File: config.mk
export PLATFORM = sky130hd
export DESIGN_NAME = cache_top
export DESIGN_NICKNAME = d
export VERILOG_FILES = /design/src/logic/cache_pkg.sv /design/src/logic/cache_bank.sv /design/src/logic/cache_ctrl.sv /design/src/logic/cache_top.sv /design/src/logic/line_select.sv
export SDC_FILE = /design/constraint.sdc
export NUM_CORES = 2
export LEC_CHECK = 0
export BUFFER_PORTS_ARGS = -buffer_cell sky130_fd_sc_hd__clkbuf_2
export CAP_MARGIN = 10
export CORE_MARGIN = 1
export CORE_UTILIZATION = 30
export CTS_CLUSTER_DIAMETER = 150
export DETAILED_ROUTE_END_ITERATION = 8
export PLACE_DENSITY = 0.41
export SYNTH_ARGS = -nofsm -noshare
export SYNTH_HDL_FRONTEND = slang
export SYNTH_SLANG_ARGS = --single-unit
File: constraint.sdc
create_clock -name clock -period 7.2 [get_ports clock]
set_input_delay 0 -clock clock [delete_from_list [all_inputs] [get_ports clock]]
set_output_delay 0 -clock clock [all_outputs]
set_load 0.03 [all_outputs]
File: src/logic/cache_pkg.sv
`default_nettype none

package cache_pkg;

    ////////////////////
    // Widths
    ////////////////////

    // Processor and memory words are the same size
    localparam int DATA_W = 32;
    localparam int SEL_W  = DATA_W / 8;
    localparam int ADDR_W = 32;

    ////////////////////
    // Controller FSM
    ////////////////////

    typedef enum logic [2:0] {
        st_idle,
        st_lookup,
        st_refill_req,
        st_refill_wait,
        st_write_thru,
        st_respond
    } cache_state_e;

endpackage

`default_nettype wire

File: src/logic/cache_bank.sv
`timescale 1ns/10ps
`default_nettype none

module cache_bank #(
    parameter  int LINES = 16,
    localparam int IDX_W = $clog2(LINES)
) (
    input  wire                              clock,
    input  wire                              en,
    input  wire                              we,
    input  wire  [cache_pkg::SEL_W-1:0]      wmask,
    input  wire  [IDX_W-1:0]                 idx,
    input  wire  [cache_pkg::DATA_W-1:0]     wdata,
    output logic [cache_pkg::DATA_W-1:0]     rdata
);

    // One word of every line
    logic [cache_pkg::DATA_W-1:0] mem [LINES];

    ////////////////////
    // Single port access
    ////////////////////

    always_ff @(posedge clock) begin
        if (en) begin
            if (we) begin
                // Only the selected byte lanes change
                for (int b = 0; b < cache_pkg::SEL_W; b++) begin
                    if (wmask[b]) begin
                        mem[idx][8*b +: 8] <= wdata[8*b +: 8];
                    end
                end
            end else begin
                rdata <= mem[idx];
            end
        end
    end

endmodule

`default_nettype wire

File: src/logic/cache_ctrl.sv
`timescale 1ns/10ps
`default_nettype none

module cache_ctrl #(
    parameter  int NUM_BANKS = 4,
    parameter  int LINES     = 16,
    localparam int OFF_W     = $clog2(NUM_BANKS),
    localparam int IDX_W     = $clog2(LINES)
) (
    input  wire                              clock,
    input  wire                              rst_n,

    // Processor side, Wishbone slave
    input  wire                              cpu_cyc,
    input  wire                              cpu_stb,
    input  wire                              cpu_we,
    input  wire  [cache_pkg::ADDR_W-1:0]     cpu_adr,
    input  wire  [cache_pkg::DATA_W-1:0]     cpu_dat_w,
    input  wire  [cache_pkg::SEL_W-1:0]      cpu_sel,
    output logic                             cpu_ack,

    // Memory side, Wishbone master
    output logic                             mem_cyc,
    output logic                             mem_stb,
    output logic                             mem_we,
    output logic [cache_pkg::ADDR_W-1:0]     mem_adr,
    output logic [cache_pkg::DATA_W-1:0]     mem_dat_w,
    output logic [cache_pkg::SEL_W-1:0]      mem_sel,
    input  wire  [cache_pkg::DATA_W-1:0]     mem_dat_r,
    input  wire                              mem_ack,

    // Bank feed
    output logic [IDX_W-1:0]                 bank_idx,
    output logic [NUM_BANKS-1:0]             bank_en,
    output logic                             bank_we,
    output logic [cache_pkg::SEL_W-1:0]      bank_wmask,
    output logic [cache_pkg::DATA_W-1:0]     bank_wdata,

    // Line select control
    output logic [OFF_W-1:0]                 word_off,
    output logic                             capture,
    output logic                             fill_capture
);

    localparam int BYTE_W = $clog2(cache_pkg::SEL_W);
    localparam int TAG_W  = cache_pkg::ADDR_W - BYTE_W - OFF_W - IDX_W;

    cache_pkg::cache_state_e state_q;
    cache_pkg::cache_state_e state_d;

    logic [TAG_W-1:0]  tag_q [LINES];
    logic [LINES-1:0]  valid_q;
    logic [OFF_W-1:0]  fill_cnt_q;
    logic              wr_hit_q;

    logic              req;
    logic [TAG_W-1:0]  req_tag;
    logic [IDX_W-1:0]  req_idx;
    logic              hit;
    logic              fill_ack;
    logic              fill_last;
    logic              wr_ack;

    ////////////////////
    // Address split
    ////////////////////

    assign req      = cpu_cyc & cpu_stb;
    assign req_tag  = cpu_adr[cache_pkg::ADDR_W-1 -: TAG_W];
    assign req_idx  = cpu_adr[BYTE_W+OFF_W +: IDX_W];
    assign word_off = cpu_adr[BYTE_W +: OFF_W];

    // Hit test against the stored tag
    assign hit = valid_q[req_idx] && (tag_q[req_idx] == req_tag);

    assign fill_ack  = (state_q == cache_pkg::st_refill_wait) && mem_ack;
    assign fill_last = (fill_cnt_q == OFF_W'(NUM_BANKS - 1));
    assign wr_ack    = (state_q == cache_pkg::st_write_thru) && mem_ack;

    ////////////////////
    // FSM
    ////////////////////

    always_comb begin
        state_d = state_q;
        case (state_q)
            cache_pkg::st_idle: begin
                if (req) begin
                    state_d = cache_pkg::st_lookup;
                end
            end
            cache_pkg::st_lookup: begin
                if (cpu_we) begin
                    state_d = cache_pkg::st_write_thru;
                end else if (hit) begin
                    state_d = cache_pkg::st_respond;
                end else begin
                    state_d = cache_pkg::st_refill_req;
                end
            end
            // Bus idle for one cycle between single reads
            cache_pkg::st_refill_req: begin
                state_d = cache_pkg::st_refill_wait;
            end
            cache_pkg::st_refill_wait: begin
                if (mem_ack) begin
                    state_d = fill_last ? cache_pkg::st_respond : cache_pkg::st_refill_req;
                end
            end
            cache_pkg::st_write_thru: begin
                if (mem_ack) begin
                    state_d = cache_pkg::st_respond;
                end
            end
            default: begin
                state_d = cache_pkg::st_idle;
            end
        endcase
    end

    always_ff @(posedge clock or negedge rst_n) begin
        if (!rst_n) begin
            state_q    <= cache_pkg::st_idle;
            valid_q    <= '0;
            fill_cnt_q <= '0;
            wr_hit_q   <= 1'b0;
        end else begin
            state_q <= state_d;
            if (state_q == cache_pkg::st_lookup) begin
                wr_hit_q   <= hit;
                fill_cnt_q <= '0;
                // Line is about to be overwritten by the refill
                if (!cpu_we && !hit) begin
                    valid_q[req_idx] <= 1'b0;
                end
            end
            if (fill_ack) begin
                fill_cnt_q <= fill_cnt_q + 1'b1;
                if (fill_last) begin
                    valid_q[req_idx] <= 1'b1;
                end
            end
        end
    end

    // Tag written with the last refill word
    always_ff @(posedge clock) begin
        if (fill_ack && fill_last) begin
            tag_q[req_idx] <= req_tag;
        end
    end

    ////////////////////
    // Wishbone outputs
    ////////////////////

    assign cpu_ack = (state_q == cache_pkg::st_respond);

    assign mem_cyc   = (state_q == cache_pkg::st_refill_wait) ||
                       (state_q == cache_pkg::st_write_thru);
    assign mem_stb   = mem_cyc;
    assign mem_we    = (state_q == cache_pkg::st_write_thru);
    assign mem_dat_w = cpu_dat_w;
    assign mem_sel   = mem_we ? cpu_sel : '1;

    // Writes go to the word itself, refill walks the line
    assign mem_adr = mem_we ? {cpu_adr[cache_pkg::ADDR_W-1:BYTE_W], {BYTE_W{1'b0}}}
                            : {req_tag, req_idx, fill_cnt_q, {BYTE_W{1'b0}}};

    ////////////////////
    // Bank feed
    ////////////////////

    always_comb begin
        bank_idx   = req_idx;
        bank_en    = '0;
        bank_we    = 1'b0;
        bank_wmask = cpu_sel;
        bank_wdata = cpu_dat_w;
        // Read all lanes so the lookup cycle sees the line
        if (state_q == cache_pkg::st_idle && req && !cpu_we) begin
            bank_en = '1;
        end
        if (fill_ack) begin
            bank_en    = NUM_BANKS'(1) << fill_cnt_q;
            bank_we    = 1'b1;
            bank_wmask = '1;
            bank_wdata = mem_dat_r;
        end
        if (wr_ack && wr_hit_q) begin
            bank_en = NUM_BANKS'(1) << word_off;
            bank_we = 1'b1;
        end
    end

    assign capture      = (state_q == cache_pkg::st_lookup) && !cpu_we && hit;
    assign fill_capture = fill_ack && (fill_cnt_q == word_off);

endmodule

`default_nettype wire

File: src/logic/cache_top.sv
`timescale 1ns/10ps
`default_nettype none

module cache_top #(
    parameter int NUM_BANKS = 4,
    parameter int LINES     = 16
) (
    input  wire                              clock,
    input  wire                              rst_n,

    // Processor port
    input  wire                              cpu_cyc,
    input  wire                              cpu_stb,
    input  wire                              cpu_we,
    input  wire  [cache_pkg::ADDR_W-1:0]     cpu_adr,
    input  wire  [cache_pkg::DATA_W-1:0]     cpu_dat_w,
    input  wire  [cache_pkg::SEL_W-1:0]      cpu_sel,
    output logic [cache_pkg::DATA_W-1:0]     cpu_dat_r,
    output logic                             cpu_ack,

    // Memory port
    output logic                             mem_cyc,
    output logic                             mem_stb,
    output logic                             mem_we,
    output logic [cache_pkg::ADDR_W-1:0]     mem_adr,
    output logic [cache_pkg::DATA_W-1:0]     mem_dat_w,
    output logic [cache_pkg::SEL_W-1:0]      mem_sel,
    input  wire  [cache_pkg::DATA_W-1:0]     mem_dat_r,
    input  wire                              mem_ack
);

    localparam int OFF_W = $clog2(NUM_BANKS);
    localparam int IDX_W = $clog2(LINES);

    logic [IDX_W-1:0]                         bank_idx;
    logic [NUM_BANKS-1:0]                     bank_en;
    logic                                     bank_we;
    logic [cache_pkg::SEL_W-1:0]              bank_wmask;
    logic [cache_pkg::DATA_W-1:0]             bank_wdata;
    logic [NUM_BANKS*cache_pkg::DATA_W-1:0]   bank_rdata;
    logic [OFF_W-1:0]                         word_off;
    logic                                     capture;
    logic                                     fill_capture;

    ////////////////////
    // Controller
    ////////////////////

    cache_ctrl #(
        .NUM_BANKS (NUM_BANKS),
        .LINES     (LINES)
    ) i_cache_ctrl (
        .clock        (clock),
        .rst_n        (rst_n),
        .cpu_cyc      (cpu_cyc),
        .cpu_stb      (cpu_stb),
        .cpu_we       (cpu_we),
        .cpu_adr      (cpu_adr),
        .cpu_dat_w    (cpu_dat_w),
        .cpu_sel      (cpu_sel),
        .cpu_ack      (cpu_ack),
        .mem_cyc      (mem_cyc),
        .mem_stb      (mem_stb),
        .mem_we       (mem_we),
        .mem_adr      (mem_adr),
        .mem_dat_w    (mem_dat_w),
        .mem_sel      (mem_sel),
        .mem_dat_r    (mem_dat_r),
        .mem_ack      (mem_ack),
        .bank_idx     (bank_idx),
        .bank_en      (bank_en),
        .bank_we      (bank_we),
        .bank_wmask   (bank_wmask),
        .bank_wdata   (bank_wdata),
        .word_off     (word_off),
        .capture      (capture),
        .fill_capture (fill_capture)
    );

    ////////////////////
    // Word lanes
    ////////////////////

    // Bank k holds word k of every line
    for (genvar b = 0; b < NUM_BANKS; b++) begin : g_bank
        cache_bank #(
            .LINES (LINES)
        ) i_cache_bank (
            .clock (clock),
            .en    (bank_en[b]),
            .we    (bank_we),
            .wmask (bank_wmask),
            .idx   (bank_idx),
            .wdata (bank_wdata),
            .rdata (bank_rdata[b*cache_pkg::DATA_W +: cache_pkg::DATA_W])
        );
    end

    ////////////////////
    // Read data
    ////////////////////

    line_select #(
        .NUM_BANKS (NUM_BANKS)
    ) i_line_select (
        .clock        (clock),
        .rst_n        (rst_n),
        .bank_rdata   (bank_rdata),
        .word_off     (word_off),
        .capture      (capture),
        .fill_capture (fill_capture),
        .mem_dat_r    (mem_dat_r),
        .cpu_dat_r    (cpu_dat_r)
    );

endmodule

`default_nettype wire

File: src/logic/line_select.sv
`timescale 1ns/10ps
`default_nettype none

module line_select #(
    parameter  int NUM_BANKS = 4,
    localparam int OFF_W     = $clog2(NUM_BANKS)
) (
    input  wire                                        clock,
    input  wire                                        rst_n,
    input  wire  [NUM_BANKS*cache_pkg::DATA_W-1:0]     bank_rdata,
    input  wire  [OFF_W-1:0]                           word_off,
    input  wire                                        capture,
    input  wire                                        fill_capture,
    input  wire  [cache_pkg::DATA_W-1:0]               mem_dat_r,
    output logic [cache_pkg::DATA_W-1:0]               cpu_dat_r
);

    logic [cache_pkg::DATA_W-1:0] sel_word;

    ////////////////////
    // Lane mux
    ////////////////////

    always_comb begin
        sel_word = '0;
        for (int b = 0; b < NUM_BANKS; b++) begin
            if (word_off == OFF_W'(b)) begin
                sel_word = bank_rdata[b*cache_pkg::DATA_W +: cache_pkg::DATA_W];
            end
        end
    end

    ////////////////////
    // Output register
    ////////////////////

    // A refill hands over the memory word directly, no bank read-back
    always_ff @(posedge clock or negedge rst_n) begin
        if (!rst_n) begin
            cpu_dat_r <= '0;
        end else if (fill_capture) begin
            cpu_dat_r <= mem_dat_r;
        end else if (capture) begin
            cpu_dat_r <= sel_word;
        end
    end

endmodule

`default_nettype wire

# Yosys cells after proc, flatten, opt, wreduce, memory -nomap -nowiden
# Memories as Yosys holds them, arrays and structs flattened. A register that Yosys moved wholly into a read port is not among the register bits.
# Cells that the tools add are included.
classes:
  eq_ne: 14
  addsub: 1
  magnitude_cmp: 2
  shifts: 2
  n_reduce_logical: 24
  mux: 74
  bitwise_logic: 5
op_table:
  columns: ["operator", "n"]
  rows:
  - ["32-bit 2-to-1 mux", 7]
  - ["16-bit 2-to-1 mux", 4]
  - ["1-bit 2-to-1 mux", 46]
  - ["24-bit equality test", 1]
  - ["4-bit 2-to-1 mux", 6]
  - ["3-bit 2-to-1 mux", 6]
  - ["16-bit AND", 1]
  - ["16-bit inverter", 1]
  - ["16-bit bitwise OR", 1]
  - ["3-bit case mux with 5 select lines", 1]
  - ["1-bit logical AND", 12]
  - ["2-bit AND reduction", 4]
  - ["1-bit by 2-bit left shift with 4-bit output, first input constant", 2]
  - ["2-bit equality test, second input constant", 3]
  - ["3-bit by 2-bit equality test with 1-bit output, second input constant", 2]
  - ["3-bit equality test, second input constant", 2]
  - ["4-bit by 5-bit < comparator with 1-bit output, second input constant", 1]
  - ["1-bit binary-select mux with 4-bit select", 1]
  - ["1-bit demux with 4-bit select", 1]
  - ["4-bit by 1-bit >= comparator with 1-bit output, second input constant", 1]
  - ["2-bit 2-to-1 mux", 2]
  - ["2-bit inequality test, second input constant", 2]
  - ["2-bit nonzero test", 2]
  - ["3-bit by 1-bit equality test with 1-bit output, second input constant", 1]
  - ["11 further kinds", 12]
totals:
  n_memories: 5
  ram_bits: 2432
  input_bits: 106
  output_inout_bits: 104
  ff_bits: 54
  wordCells: 132
mem_list:
  columns: ["name", "depth", "word_bits", "rd", "rd_clocked_by_memory_dff", "wr", "line_no", "text"]
  rows:
  - ["g_bank[0].i_cache_bank.mem", 16, 32, 1, 1, 1, "cache_bank.sv:18", "logic [cache_pkg::DATA_W-1:0] mem [LINES];"]
  - ["g_bank[1].i_cache_bank.mem", 16, 32, 1, 1, 1, "cache_bank.sv:18", null]
  - ["g_bank[2].i_cache_bank.mem", 16, 32, 1, 1, 1, "cache_bank.sv:18", null]
  - ["g_bank[3].i_cache_bank.mem", 16, 32, 1, 1, 1, "cache_bank.sv:18", null]
  - ["i_cache_ctrl.tag_q", 16, 24, 1, 0, 1, "cache_ctrl.sv:51", "logic [TAG_W-1:0] tag_q [LINES];"]

# Longest topological paths before layout
depth:
  word_depth: 11
  mapped_depth: 13
  mapped_depth_nobuf: 8

# By module
# A second synthesis with hierarchy kept.
hier_totals:
  hier_cells: 4934
  area_unflattened_um2: 102127.9
by_module_without_submodules:
  columns: ["module", "cells_each", "seq_area_each_um2", "instances", "area_per_inst_um2"]
  rows:
  - ["cache_bank", 911, 16335.7, 4, 20460.9]
  - ["cache_ctrl", 1107, 12081.6, 1, 17888.4]
  - ["line_select", 183, 800.8, 1, 2396.0]

# Worst setup path after synthesis
# OpenSTA, ideal clock, no wires.
synth_timing:
  path_kind: "reg2reg"
  startpoint: "reg i_cache_ctrl.state_q[1]"
  endpoint: "mem g_bank[0].i_cache_bank.mem[9][0] (netlist name), enable pin"
  arrival_time_ns: 5.658
  n_path_buf: 2
  setup_slack_ns: 1.172
  required_ns: 6.830
  stages_incl_launch_ff: 8
  period_less_slack_ns: 6.028
  setup_time_ns: 0.370
  cell_sequence: "dfrtp_1 clkbuf_1 nor2_1 nor4b_1 a221o_1 nand2_1 clkbuf_1 nor2_1"
synth_between:
  elab_chain_len: 8
  word_cells_on_any_way: 18
  classes_between: "eq/ne: 2; mux: 10; reduce/logical: 6"
synth_rtl:
  columns: ["element", "line_no", "text"]
  rows:
  - ["start: declaration", "cache_ctrl.sv:48", "cache_pkg::cache_state_e state_q;"]
  - ["start signal: assignment", "cache_ctrl.sv:123", "state_q <= cache_pkg::st_idle;"]
  - ["start signal: assignment", "cache_ctrl.sv:128", "state_q <= state_d;"]
  - ["3-bit logical NOT", "cache_ctrl.sv:181", "if (state_q == cache_pkg::st_idle && req && !cpu_we) begin"]
  - ["1-bit logical AND (2 in a row)", "cache_ctrl.sv:181", null]
  - ["4-bit 2-to-1 mux", "cache_ctrl.sv:181", null]
  - ["4-bit 2-to-1 mux", "cache_ctrl.sv:184", "if (fill_ack) begin"]
  - ["4-bit 2-to-1 mux", "cache_ctrl.sv:190", "if (wr_ack && wr_hit_q) begin"]
  - ["1-bit 2-to-1 mux *", "cache_bank.sv:25", "if (en) begin"]
  - ["1-bit 2-to-1 mux (not written as such) *", "cache_bank.sv:30", "mem[idx][8*b +: 8] <= wdata[8*b +: 8];"]
  - ["end: declaration", "cache_bank.sv:18", null]
# Mark *: on every way between the ends. The rest lies on a longest branch, timed or not.

# Worst setup path in the final report
layout_timing:
  startpoint: "mem i_cache_ctrl.tag_q[11][4] (netlist name)"
  endpoint: "reg i_line_select.cpu_dat_r[10] (netlist name)"
layout_between:
  elab_chain_len: 5
layout_rtl:
  columns: ["element", "line_no", "text"]
  rows:
  - ["start: declaration", "cache_ctrl.sv:51", null]
  - ["memory read 16 x 24 bit", null, null]
  - ["24-bit equality test", "cache_ctrl.sv:74", "assign hit = valid_q[req_idx] && (tag_q[req_idx] == req_tag);"]
  - ["1-bit logical AND", "cache_ctrl.sv:74", null]
  - ["1-bit logical AND", "cache_ctrl.sv:196", "assign capture = (state_q == cache_pkg::st_lookup) && !cpu_we && hit;"]
  - ["2-bit nonzero test (no line)", null, null]
  - ["end signal: assignment", "line_select.sv:42", "cpu_dat_r <= mem_dat_r;"]
  - ["end signal: assignment", "line_select.sv:44", "cpu_dat_r <= sel_word;"]
  - ["end: declaration", "line_select.sv:15", "output logic [cache_pkg::DATA_W-1:0] cpu_dat_r"]
# No other way between the ends.
# A chain may end at the register's enable or synchronous reset.

==> flow_metrics.tcl <==
set metrics [dict create \
    hold_slack_ps 48.6 \
    fin_crit_sh 0.674 \
    place_hpwl_mm 166 \
    crit_fanout 17 \
    seq_area_frac_synth 0.770 \
    tns_ps 0 \
    cts-root-buf "clkbuf_16" \
    p_int_mw 26.7 \
    setup_viol 0 \
    synth.avg_cell_area_um2 22.5 \
    gp_congestion 0.719 \
    vias_per_cell 4.83 \
    grt_use_total 0.167 \
    clock_skew_ps 37.7 \
    fin_cells 9694 \
    synth_flop_cell "edfxtp_1" \
    p_switching_mw 8.04 \
    vias 46900 \
    period_needed_ps 4850 \
    rows 213 \
    pwr-share-comb 0.078 \
    synth-warning-count 0 \
    slew_headroom 0.156 \
    clock_latency_ps 890 \
    p_total_mw 34.8 \
    drt-wirelength-per-cell_um 29.5 \
    drt-total-wl_mm 286 \
    htree_num_levels 5 \
    dieHeight_um 584 \
    p_clk_frac 0.422 \
    synth_enable_flop_cells 2560 \
    ant_nets 0 \
    tritoncts "built" \
    placed_area_um2 108000 \
    worst_ep_required_time_ps 7940 \
    worst_pin_slew_ps 1260 \
    drive_gt1_frac 0.319 \
    io_buffers 205 \
    synthCells 4508 \
    post-place-ws_ps 1990 \
    placed_cells 9055 \
    status "completed" \
    report.final.slew_viol_count 0 \
    swShare 0.231 \
    crit_path_end_kind "register" \
    cts_sinks 2614 \
    cts_buffer_depth 4 \
    crit_path_start_kind "register" \
    p_per_area_nw_per_um2 293 \
    min_path_type "input pin to register" \
    arrival_ps 5590 \
    remaining_drc_errors 0 \
    cts_resized 0 \
    syn2layout_area_growth_pct 16.8 \
    rsz0062_at_grt "no" \
    ir_drop_mv 0.165 \
    fin_nets 5067 \
    final_cell_mix "2560 x edfxtp_1, 749 x mux4_2, 316 x clkbuf_16" \
    dieWidth_um 584 \
    setup.worst_path.class "register to register" \
    grt_pass1_wl_mm 400 \
    leakagePower_nw 37.1 \
    die_area_um2 341000 \
    antenna_found_initial 27 \
    start_util 0.302 \
    timing.fmax_mhz 206 \
    hold_viol_final 0 \
    seqPwrFrac 0.500 \
    ys_seq_elements 2614 \
    ys_async_sr_fraction 0.0207 \
    final_core_util 0.352 \
    syn_area_um2 102000 \
    first_pass_iters 5 \
    coreArea_um2 337000 \
    cts_buffers 301 \
    first_global_vias 49800 \
    grt_max_degree 97 \
    finalWorstSetupSlack_ps 2350 \
    final_area_um2 119000 \
    clk_pin_slew_ps 60 \
    grt-ovfl-total 0 \
    mostFrequentLayoutCell "edfxtp_1" \
    max_cap_violations 0 \
    synthDistinctLibCells 68 \
    pin_count 210 \
    drt_iter0_markers 3995 \
]
-- final cells by class --
type | instances | area, um^2
fill | 31300 | 218000
sequential | 2614 | 78200
multi-input combinational | 1571 | 22200
clock buffer | 384 | 8190
tap | 4515 | 5650
timing repair buffer | 449 | 3290
clock inverter | 136 | 1090
inverter | 20 | 82.6
antenna | 5 | 12.5
-- final timing paths --
path | slack (ps) | to | depth (start not counted) | from
worst max-delay path | 2350 | i_line_select.cpu_dat_r[10] | 10 | i_cache_ctrl.tag_q[11][4]
worst min-delay path | 50 | g_bank[1].i_cache_bank.rdata[2] | 2 | cpu_adr[6]
worst max register to register | 2350 | i_line_select.cpu_dat_r[10] | 10 | i_cache_ctrl.tag_q[11][4]
worst min register to register | 530 | i_cache_ctrl.wr_hit_q | 2 | i_cache_ctrl.wr_hit_q
max in group asynchronous | 6240 | i_line_select.cpu_dat_r[31] | 4 | rst_n
min in group asynchronous | 220 | i_line_select.cpu_dat_r[13] | 4 | rst_n
-- critical path, stage by stage, from the launching register on --
cell and delay [ps]:
edfxtp_1 360, mux4_2 470, mux2i_1 210, xnor2_1 180, a31oi_1 160, or4_1 630, a2111oi_4 620, nand3b_4 600
buf_4 470, mux2_4 360, dlygate4sd3_1 560
-- power by group through the flow --
stage / clock network, mW / logic, mW / registers (mW)
finish: 14.7 / 2.71 / 17.4
CTS: 15.1 / 2.79 / 17.4
floorplan: 0 / 1.43 / 17.8
detailed placement: 0 / 2.73 / 17.7
global placement: 0 / 2.69 / 17.7
global route: 15.6 / 2.91 / 17.4
-- state kept, by name, summed over array words and instances (netlist names) --
register,flops
i_cache_ctrl.valid_q,16
g_bank.i_cache_bank.mem,2048
g_bank.i_cache_bank.rdata,128
i_cache_ctrl.fill_cnt_q,2
i_line_select.cpu_dat_r,32
i_cache_ctrl.wr_hit_q,1
i_cache_ctrl.state_q,3
i_cache_ctrl.tag_q,384
-- routing by layer --
metal  GRT usage  share of wire  vias up
met3      0.0274          0.047      380
li1            -              -    19700
met1       0.223           0.43    25600
met2       0.281           0.50     1098
met4      0.0439          0.026        0
met5           0              0        -
-- timing repair --
item / 4_1_cts / 5_1_grt
buffers inserted: 0 / 0
endpoints found under the hold margin: 2405 / 110
hold buffers: 109 / 2
-- cell usage after synthesis (27+ instances only) --
cell,number,area share
mux2i_1,61,0.0060
buf_4,68,0.0050
dfrtp_1,54,0.013
mux2_4,30,0.0044
nand2_1,156,0.0058
edfxtp_1,2560,0.76
mux2_2,56,0.0062
clkbuf_1,145,0.0054
nor2_1,309,0.011
xnor2_1,27,0.0023
buf_1,61,0.0023
mux4_2,749,0.17
-- logic make-up after synthesis --
kind of cell | Yosys count | share of synthesized area
DFF | 2614 | 0.770
muxes | 897 | 0.183
and+or+nand+nor | 521 | 0.0209
buffers and inverters | 324 | 0.0155
AOI/OAI and AO/OA | 118 | 0.00828
xor gates and xnor gates | 29 | 0.00250
adders and majority gates | 4 | 0.000492
other | 1 | 0.0000369
Note: power is estimated with default switching activity, not from simulation.
